<file path="src/hw/hostPkg.sv">
package hostPkg;

    // Host word layout
    localparam int WordWidth = 32;

    typedef logic [WordWidth-1:0] hostWord_t;

    // Opcode in the top two bits of a host word
    typedef enum logic [1:0] {
        opCommand = 2'b00,
        opData    = 2'b01,
        opFill    = 2'b10,
        opControl = 2'b11
    } hostOp_e;

    //----------------------------------------
    // Field positions
    //----------------------------------------
    localparam int OpMsb    = 31;
    localparam int OpLsb    = 30;

    // Fill run length minus one
    localparam int CountMsb = 29;
    localparam int CountLsb = 16;

endpackage

</file>
<file path="src/hw/lcdPkg.sv">
package lcdPkg;

    // Parallel bus width of the ILI9341 in 16-bit mode
    localparam int DataWidth = 16;

    // What the writer does with an entry
    typedef enum logic [1:0] {
        kindCommand = 2'b00,
        kindData    = 2'b01,
        kindControl = 2'b10
    } lcdKind_e;

    //----------------------------------------
    // Queue entry between decoder and writer
    //----------------------------------------
    typedef struct packed {
        lcdKind_e               kind;
        logic [DataWidth-1:0]   data;
    } lcdEntry_t;

    // Control entries use data bits 1:0
    // bit 0 is backlight, bit 1 is the panel reset pin

    //----------------------------------------
    // Default write strobe timing in clocks
    //----------------------------------------
    localparam int DefaultWrLow  = 2;
    localparam int DefaultWrHigh = 2;

endpackage

</file>
<file path="src/hw/lcdBus.sv">
`timescale 1ns/1ps

interface lcdBus;

    // Panel pins, all active as on the ILI9341 8080 interface
    logic                           cs;
    logic                           rs;
    logic                           wr;
    logic [lcdPkg::DataWidth-1:0]   data;
    logic                           rst;
    logic                           backlight;

    // Writer side drives every pin
    modport writer (
        output cs, rs, wr, data, rst, backlight
    );

    // Top level reads them out to the pads
    modport panel (
        input cs, rs, wr, data, rst, backlight
    );

endinterface

</file>
<file path="src/hw/creditFifo.sv">
`timescale 1ns/1ps

module creditFifo #(
    parameter int  Depth   = 4,
    parameter type Payload = logic [7:0]
) (
    input  logic    clk,
    input  logic    RSTn,
    input  logic    push,
    input  Payload  pushData,
    input  logic    pop,
    output logic    headValid,
    output Payload  headData,
    output logic    credit
);

    localparam int PtrWidth   = (Depth > 1) ? $clog2(Depth) : 1;
    localparam int CountWidth = $clog2(Depth + 1);

    Payload                 mem [Depth];
    logic [PtrWidth-1:0]    rdPtr;
    logic [PtrWidth-1:0]    wrPtr;
    logic [CountWidth-1:0]  count;
    logic                   doPop;

    // Upstream credits keep push away from a full buffer
    assign doPop     = pop && headValid;
    assign headValid = (count != '0);
    assign headData  = mem[rdPtr];

    function automatic logic [PtrWidth-1:0] nextPtr(input logic [PtrWidth-1:0] ptr);
        if (ptr == PtrWidth'(Depth - 1)) begin
            return '0;
        end
        return ptr + 1'b1;
    endfunction

    //----------------------------------------
    // Storage
    //----------------------------------------
    always_ff @(posedge clk) begin
        if (push) begin
            mem[wrPtr] <= pushData;
        end
    end

    //----------------------------------------
    // Pointers, occupancy and credit return
    //----------------------------------------
    always_ff @(posedge clk or negedge RSTn) begin
        if (!RSTn) begin
            rdPtr  <= '0;
            wrPtr  <= '0;
            count  <= '0;
            credit <= 1'b0;
        end else begin
            if (push) begin
                wrPtr <= nextPtr(wrPtr);
            end
            if (doPop) begin
                rdPtr <= nextPtr(rdPtr);
            end
            case ({push, doPop})
                2'b10:   count <= count + 1'b1;
                2'b01:   count <= count - 1'b1;
                default: count <= count;
            endcase
            // One pulse per freed slot
            credit <= doPop;
        end
    end

endmodule

</file>
<file path="src/hw/wordDecoder.sv">
`timescale 1ns/1ps

module wordDecoder #(
    parameter int EntryDepth = 4
) (
    input  logic                clk,
    input  logic                RSTn,
    input  logic                wordValid,
    input  hostPkg::hostWord_t  wordData,
    output logic                wordPop,
    output logic                entryValid,
    output lcdPkg::lcdEntry_t   entryData,
    input  logic                entryCredit
);

    localparam int CountWidth  = hostPkg::CountMsb - hostPkg::CountLsb + 1;
    localparam int CreditWidth = $clog2(EntryDepth + 1);

    hostPkg::hostOp_e           op;
    logic [CountWidth-1:0]      fillCount;
    logic [CountWidth-1:0]      runCount;
    logic [CreditWidth-1:0]     credits;
    logic                       lastEntry;

    //----------------------------------------
    // Field extraction
    //----------------------------------------
    assign op        = hostPkg::hostOp_e'(wordData[hostPkg::OpMsb:hostPkg::OpLsb]);
    assign fillCount = wordData[hostPkg::CountMsb:hostPkg::CountLsb];

    // Fill repeats until the run reaches its count, other words give one entry
    assign lastEntry = (op != hostPkg::opFill) || (runCount == fillCount);

    // Push only with a free slot downstream
    assign entryValid = wordValid && (credits != '0);
    assign wordPop    = entryValid && lastEntry;

    //----------------------------------------
    // Opcode to entry mapping
    //----------------------------------------
    always_comb begin
        entryData.data = wordData[lcdPkg::DataWidth-1:0];
        case (op)
            hostPkg::opCommand: begin
                entryData.kind = lcdPkg::kindCommand;
            end
            hostPkg::opData,
            hostPkg::opFill: begin
                entryData.kind = lcdPkg::kindData;
            end
            default: begin
                // Backlight and reset level only
                entryData.kind = lcdPkg::kindControl;
                entryData.data = {{(lcdPkg::DataWidth - 2){1'b0}}, wordData[1:0]};
            end
        endcase
    end

    //----------------------------------------
    // Run counter for fill words
    //----------------------------------------
    always_ff @(posedge clk or negedge RSTn) begin
        if (!RSTn) begin
            runCount <= '0;
        end else if (entryValid) begin
            if (lastEntry) begin
                runCount <= '0;
            end else begin
                runCount <= runCount + 1'b1;
            end
        end
    end

    //----------------------------------------
    // Entry FIFO credits
    //----------------------------------------
    always_ff @(posedge clk or negedge RSTn) begin
        if (!RSTn) begin
            credits <= CreditWidth'(EntryDepth);
        end else begin
            case ({entryValid, entryCredit})
                2'b10:   credits <= credits - 1'b1;
                2'b01:   credits <= credits + 1'b1;
                default: credits <= credits;
            endcase
        end
    end

endmodule

</file>
<file path="src/hw/lcdWriter.sv">
`timescale 1ns/1ps

module lcdWriter #(
    parameter int WrLowCycles  = lcdPkg::DefaultWrLow,
    parameter int WrHighCycles = lcdPkg::DefaultWrHigh
) (
    input  logic                clk,
    input  logic                RSTn,
    input  logic                headValid,
    input  lcdPkg::lcdEntry_t   headData,
    output logic                pop,
    lcdBus.writer               bus
);

    localparam int PhaseMax   = (WrLowCycles > WrHighCycles) ? WrLowCycles : WrHighCycles;
    localparam int PhaseWidth = $clog2(PhaseMax + 1);

    typedef enum logic [1:0] {
        stIdle,
        stLow,
        stHigh
    } state_e;

    state_e                 state;
    logic [PhaseWidth-1:0]  phase;
    logic                   takeSlot;
    logic                   isControl;

    // Next entry is taken in idle or on the last high cycle, so writes run back to back
    assign takeSlot  = (state == stIdle) ||
                       ((state == stHigh) && (phase == PhaseWidth'(WrHighCycles - 1)));
    assign pop       = takeSlot && headValid;
    assign isControl = (headData.kind == lcdPkg::kindControl);

    //----------------------------------------
    // Bus sequencer
    //----------------------------------------
    always_ff @(posedge clk or negedge RSTn) begin
        if (!RSTn) begin
            state         <= stIdle;
            phase         <= '0;
            bus.cs        <= 1'b1;
            bus.wr        <= 1'b1;
            bus.rs        <= 1'b0;
            bus.data      <= '0;
            bus.rst       <= 1'b0;
            bus.backlight <= 1'b0;
        end else if (takeSlot) begin
            phase <= '0;
            if (pop && !isControl) begin
                // A write starts and rs and data launch with the wr fall
                state    <= stLow;
                bus.cs   <= 1'b0;
                bus.wr   <= 1'b0;
                bus.rs   <= (headData.kind == lcdPkg::kindData);
                bus.data <= headData.data;
            end else begin
                state  <= stIdle;
                bus.cs <= 1'b1;
                if (pop) begin
                    bus.backlight <= headData.data[0];
                    bus.rst       <= headData.data[1];
                end
            end
        end else if (state == stLow) begin
            if (phase == PhaseWidth'(WrLowCycles - 1)) begin
                // Rising edge latches the panel data
                state  <= stHigh;
                phase  <= '0;
                bus.wr <= 1'b1;
            end else begin
                phase <= phase + 1'b1;
            end
        end else begin
            phase <= phase + 1'b1;
        end
    end

endmodule

</file>
<file path="src/hw/lcdPanelTop.sv">
`timescale 1ns/1ps

module lcdPanelTop #(
    parameter int WordDepth    = 4,
    parameter int EntryDepth   = 4,
    parameter int WrLowCycles  = lcdPkg::DefaultWrLow,
    parameter int WrHighCycles = lcdPkg::DefaultWrHigh
) (
    input  logic                            clk,
    input  logic                            RSTn,

    // Host side
    input  logic                            wordValid,
    input  hostPkg::hostWord_t              wordData,
    output logic                            wordCredit,

    // ILI9341 pins
    output logic                            lcdCs,
    output logic                            lcdRs,
    output logic                            lcdWr,
    output logic                            lcdRd,
    output logic                            lcdRst,
    output logic [lcdPkg::DataWidth-1:0]    lcdData,
    output logic                            lcdBacklight
);

    //----------------------------------------
    // Stage links
    //----------------------------------------
    logic                   wordHeadValid;
    hostPkg::hostWord_t     wordHeadData;
    logic                   wordPop;

    logic                   entryValid;
    lcdPkg::lcdEntry_t      entryData;
    logic                   entryCredit;

    logic                   entryHeadValid;
    lcdPkg::lcdEntry_t      entryHeadData;
    logic                   entryPop;

    lcdBus panelBus ();

    creditFifo #(
        .Depth      (WordDepth),
        .Payload    (hostPkg::hostWord_t)
    ) wordFifo (
        .clk        (clk),
        .RSTn       (RSTn),
        .push       (wordValid),
        .pushData   (wordData),
        .pop        (wordPop),
        .headValid  (wordHeadValid),
        .headData   (wordHeadData),
        .credit     (wordCredit)
    );

    wordDecoder #(
        .EntryDepth (EntryDepth)
    ) decoder (
        .clk         (clk),
        .RSTn        (RSTn),
        .wordValid   (wordHeadValid),
        .wordData    (wordHeadData),
        .wordPop     (wordPop),
        .entryValid  (entryValid),
        .entryData   (entryData),
        .entryCredit (entryCredit)
    );

    creditFifo #(
        .Depth      (EntryDepth),
        .Payload    (lcdPkg::lcdEntry_t)
    ) entryFifo (
        .clk        (clk),
        .RSTn       (RSTn),
        .push       (entryValid),
        .pushData   (entryData),
        .pop        (entryPop),
        .headValid  (entryHeadValid),
        .headData   (entryHeadData),
        .credit     (entryCredit)
    );

    lcdWriter #(
        .WrLowCycles  (WrLowCycles),
        .WrHighCycles (WrHighCycles)
    ) writer (
        .clk        (clk),
        .RSTn       (RSTn),
        .headValid  (entryHeadValid),
        .headData   (entryHeadData),
        .pop        (entryPop),
        .bus        (panelBus.writer)
    );

    // Pad outputs with the read strobe held inactive
    assign lcdCs        = panelBus.panel.cs;
    assign lcdRs        = panelBus.panel.rs;
    assign lcdWr        = panelBus.panel.wr;
    assign lcdRd        = 1'b1;
    assign lcdRst       = panelBus.panel.rst;
    assign lcdData      = panelBus.panel.data;
    assign lcdBacklight = panelBus.panel.backlight;

endmodule

</file>
<file path="config.mk">
export PLATFORM = sky130hd
export DESIGN_NAME = lcdPanelTop
export DESIGN_NICKNAME = d
export VERILOG_FILES = /design/src/hw/hostPkg.sv /design/src/hw/lcdPkg.sv /design/src/hw/lcdBus.sv /design/src/hw/creditFifo.sv /design/src/hw/wordDecoder.sv /design/src/hw/lcdWriter.sv /design/src/hw/lcdPanelTop.sv
export SDC_FILE = /design/constraint.sdc
export NUM_CORES = 1
export LEC_CHECK = 0
export BUFFER_PORTS_ARGS = -buffer_cell sky130_fd_sc_hd__buf_2
export CAP_MARGIN = 20
export CORE_ASPECT_RATIO = 1.1
export CORE_UTILIZATION = 45
export DETAILED_ROUTE_END_ITERATION = 10
export SETUP_SLACK_MARGIN = 0.2
export SLEW_MARGIN = 10
export SYNTH_ARGS = -nofsm -noshare
export SYNTH_HDL_FRONTEND = slang
export SYNTH_HIERARCHICAL = 1
export SYNTH_SLANG_ARGS = --single-unit
</file>
<file path="constraint.sdc">
create_clock -name clk -period 3.2 [get_ports clk]
set_clock_uncertainty 0.05 [all_clocks]
set_input_delay 0.64 -clock clk [delete_from_list [all_inputs] [get_ports clk]]
set_output_delay 0.64 -clock clk [all_outputs]
set_load 0.05 [all_outputs]
</file>
==> flow_summary_export.csv <==
group,metric,value,unit
layout,fin_cells,962,
cts,cts_root_buf,"clkbuf_16",
cts,path_clk_slew,0.06,ns
route,num_vias,5002,
power,p_int,5.98,mW
floorplan,initial_utilization,46.0,%
timing,relSlewSlack,34.5,%
timing,hold_viol,0,
power,p_seq_share,52.6,%
global_route,grt-ovfl-total,0,
worst_setup_path,critical_path.cell_chain,"buf_12 > mux4_1 > xnor2_1 > nand4_1 > o41ai_4 > and2_1 > nand2_2 > inv_2 > ha_4 > inv_2 > fa_2 > xor2_1 > nor2_1 > xor2_1",
worst_hold_path,hp-class,"input port to flip-flop",
cts,cts_max_path_buffers,3,
place,pre_cts_slack,-0.0677,ns
timing,slew_viol_final,0,
floorplan,die_h,163,um
logic_synthesis,synth_top_cells_by_count,"edfxtp_1 (200), dfrtp_1 (55), mux4_2 (40)",
logic_synthesis,synth_edf_count,200,
power,pwr-share-clk,39.5,%
timing,setup-violations-final,1,
logic_synthesis,syn_inst,548,
cts,cts_made_buffers,27,
timing,setup_slack,-0.0746,ns
cts,cts_tree,"yes",
worst_setup_path,worst-setup-path-type,"flip-flop to flip-flop",
global_route,grt_util_all_layers,15.8,%
power,p_comb_share,7.8,%
layout,final_net_count,695,
logic_synthesis,yosys.area.top_type_share,57.0,%
logic_synthesis,seq_area_frac_synth,70.8,%
floorplan,fp.dieArea,24000,um2
worst_setup_path,critPathMaxFanout,6,
worst_setup_path,critPathLaunchType,"flip-flop",
global_route,grt_max_degree,45,
power,power.density,631,nW/um2
power,p_leak,4.51,nW
route,antenna_left,0,
place,dp.cells,903,
floorplan,io_pins,58,
power,finalPower,7.71,mW
route,post-route-drc-count,0,
cts,h-tree-depth,1,
logic_synthesis,synthDistinctLibCells,54,
flow_run,maxCapViolations,0,
status,violations,"negative setup slack",
power,p_sw_share,22.4,%
logic_synthesis,syn-num-nets,602,
place,portBuffers,56,
status,outcome,"finished, violations left",
place,dp_hpwl,11400,um
global_route,grt_pass1_vias,5464,
timing,fin_crit,3.27,ns
route,wl_per_cell,18.5,um
logic_synthesis,avgSynthCellArea,19.2,um2
worst_setup_path,worst_ep_required_time,3.62,ns
power,ir_drop,0.000443,V
logic_synthesis,synth_most_common_cell,"edfxtp_1",
timing,fmax,0.305,GHz
logic_synthesis,synth_area,10500,um2
worst_setup_path,cpPeakStageDelay,0.60,ns
layout,area_growth,15.8,%
global_route,antenna_found_initial,1,
cts,cts_sinks,258,
global_route,grt_pass1_wl,29000,um
layout,diodes,0,
logic_synthesis,async_flop_share,22.5,%
layout,layout-drive-gt1-share,31.1,%
timing,holdWs,0.255,ns
logic_synthesis,ys_warn_count,6,
logic_synthesis,synthTopCellsByArea,"edfxtp_1 (57%), dfrtp_1 (13%), mux4_2 (8.5%), mux4_1 (2.5%), mux2_1 (1.9%)",
floorplan,coreArea,22900,um2
logic_synthesis,yosys_register_bits,258,
cts,clock_latency,0.55,ns
worst_setup_path,critPathCaptureType,"flip-flop",
timing,worst_slew_pin_slew,0.982,ns
power,p_switching,1.73,mW
logic_synthesis,yosys.area.top_type,"edfxtp_1",
route,drt-total-wl,17800,um
worst_setup_path,critPathBufInv,3,
floorplan,die_w,148,um
route,routed_via_density,5.20,
worst_setup_path,slowest_stage,"mux4_1",
layout,nFillCells,1861,
timing,rsz0062_at_grt,"yes",
worst_setup_path,critPathArrivalTime,3.69,ns
floorplan,row_count,58,
worst_setup_path,crit_family,"multiplexers",
logic_synthesis,ys.flop_type,"edfxtp_1",
route,drt_iter0_markers,377,
timing,fin_crit_sh,102,%
place,gp_congestion,0.769,
route,firstDrtPassIters,4,
worst_setup_path,r2r_slack,-0.07,ns
==> final timing paths <==
check | from | to | depth (start not counted)
worst min-delay path | wordData[28] | wordFifo/mem[1][28] | 1
max in group asynchronous | RSTn | decoder/runCount[10] | 4
worst max register to register | wordFifo/rdPtr[0] | wordFifo/count[2] | 14
worst max-delay path | wordFifo/rdPtr[0] | wordFifo/count[2] | 14
min in group asynchronous | RSTn | writer/bus.data[10] | 2
worst min register to register | writer/bus.data[0] | writer/bus.data[0] | 1
==> sequential cells by signal, summed over array words and instances, names as in the netlist, 2 cells and up <==
signal            flops
wordFifo/rdPtr        2
wordFifo/wrPtr        2
entryFifo/wrPtr       2
writer/bus.data      16
writer/state          2
writer/phase          2
decoder/runCount     14
entryFifo/count       3
entryFifo/rdPtr       2
decoder/credits       3
wordFifo/count        3
wordFifo/mem        128
entryFifo/mem        72
==> logic make-up after synthesis <==
group | Yosys count | share of synthesized area, %
DFF | 258 | 70.8
and+or+nand+nor | 82 | 4.81
adders and majority gates | 19 | 2.47
xor gates and xnor gates | 31 | 2.58
AOI/OAI and AO/OA | 35 | 2.63
buffers and inverters | 46 | 2.86
muxes | 76 | 13.9
other | 1 | 0.0356
==> through the flow <==
step                      utilization, %  instance area, um2  setup TNS, ns
after floorplan                        -               10600              0
after global placement              48.8               11200              0
after detailed placement            48.8               11200        -0.0677
after CTS                           52.9               12100        -0.0756
after global routing                53.2               12200         -0.375
final                               53.2               12200        -0.0746
==> power by group through the flow <==
stage               Sequential [mW]  Clock [mW]  Combinational (mW)
finish                         4.06        3.05               0.603
global route                   4.08        3.26               0.673
CTS                            4.06        3.14               0.608
detailed placement             4.13           0               0.604
global placement               4.11           0               0.580
floorplan                      4.10           0               0.378
==> layout by cell type (no fill, tap or decap), types with 3 or more instances in the layout <==
cell type   instances
buf_12              3
nand4_1             9
mux2_1             18
dfstp_2             3
nand3_1             5
xor2_1              9
clkinv_2            6
clkbuf_1            4
and3_1              3
mux4_1             10
edfxtp_1          200
a21oi_1            13
dfrtp_1            54
inv_1              18
nor4_1              4
nor2_1              8
and2_1              9
buf_4              28
mux4_2             40
xnor2_2             4
buf_2              56
mux2_2              4
or3_1               3
nand2_1             9
nor3_1              3
o21ai_0             8
clkinvlp_4          5
clkbuf_16          27
xnor2_1            18
ha_1               15
nor2b_1            17
==> layer usage <==
layer  up-vias  global-route usage [%]  routed length (um)
met2        80                    28.1                9310
met5         -                       0                  12
met3        28                    2.75                 657
met1      2579                    19.6                7520
met4         2                    4.87                 330
li1       2313                       -                   -
==> cell type report <==
| class | instances | area [um2] | share of cell area [%] |
|---|---|---|---|
| Clock inverter | 17 | 169 | 1.38 |
| Tap cell | 300 | 375 | 3.07 |
| Multi-Input combinational cell | 244 | 2830 | 23.2 |
| Timing Repair Buffer | 89 | 576 | 4.71 |
| Clock buffer | 33 | 718 | 5.88 |
| Inverter | 21 | 81.3 | 0.666 |
| Sequential cell | 258 | 7460 | 61.1 |
==> timing repair <==
action,4_1_cts,5_1_grt
cloned,0,0
hold buffers,0,1
resized for setup,2,4
endpoints found under the hold margin,0,10
pin swaps,5,2
endpoints found under the setup margin,2,3
setup buffers,6,1
Power figures use the tool's default switching activity.
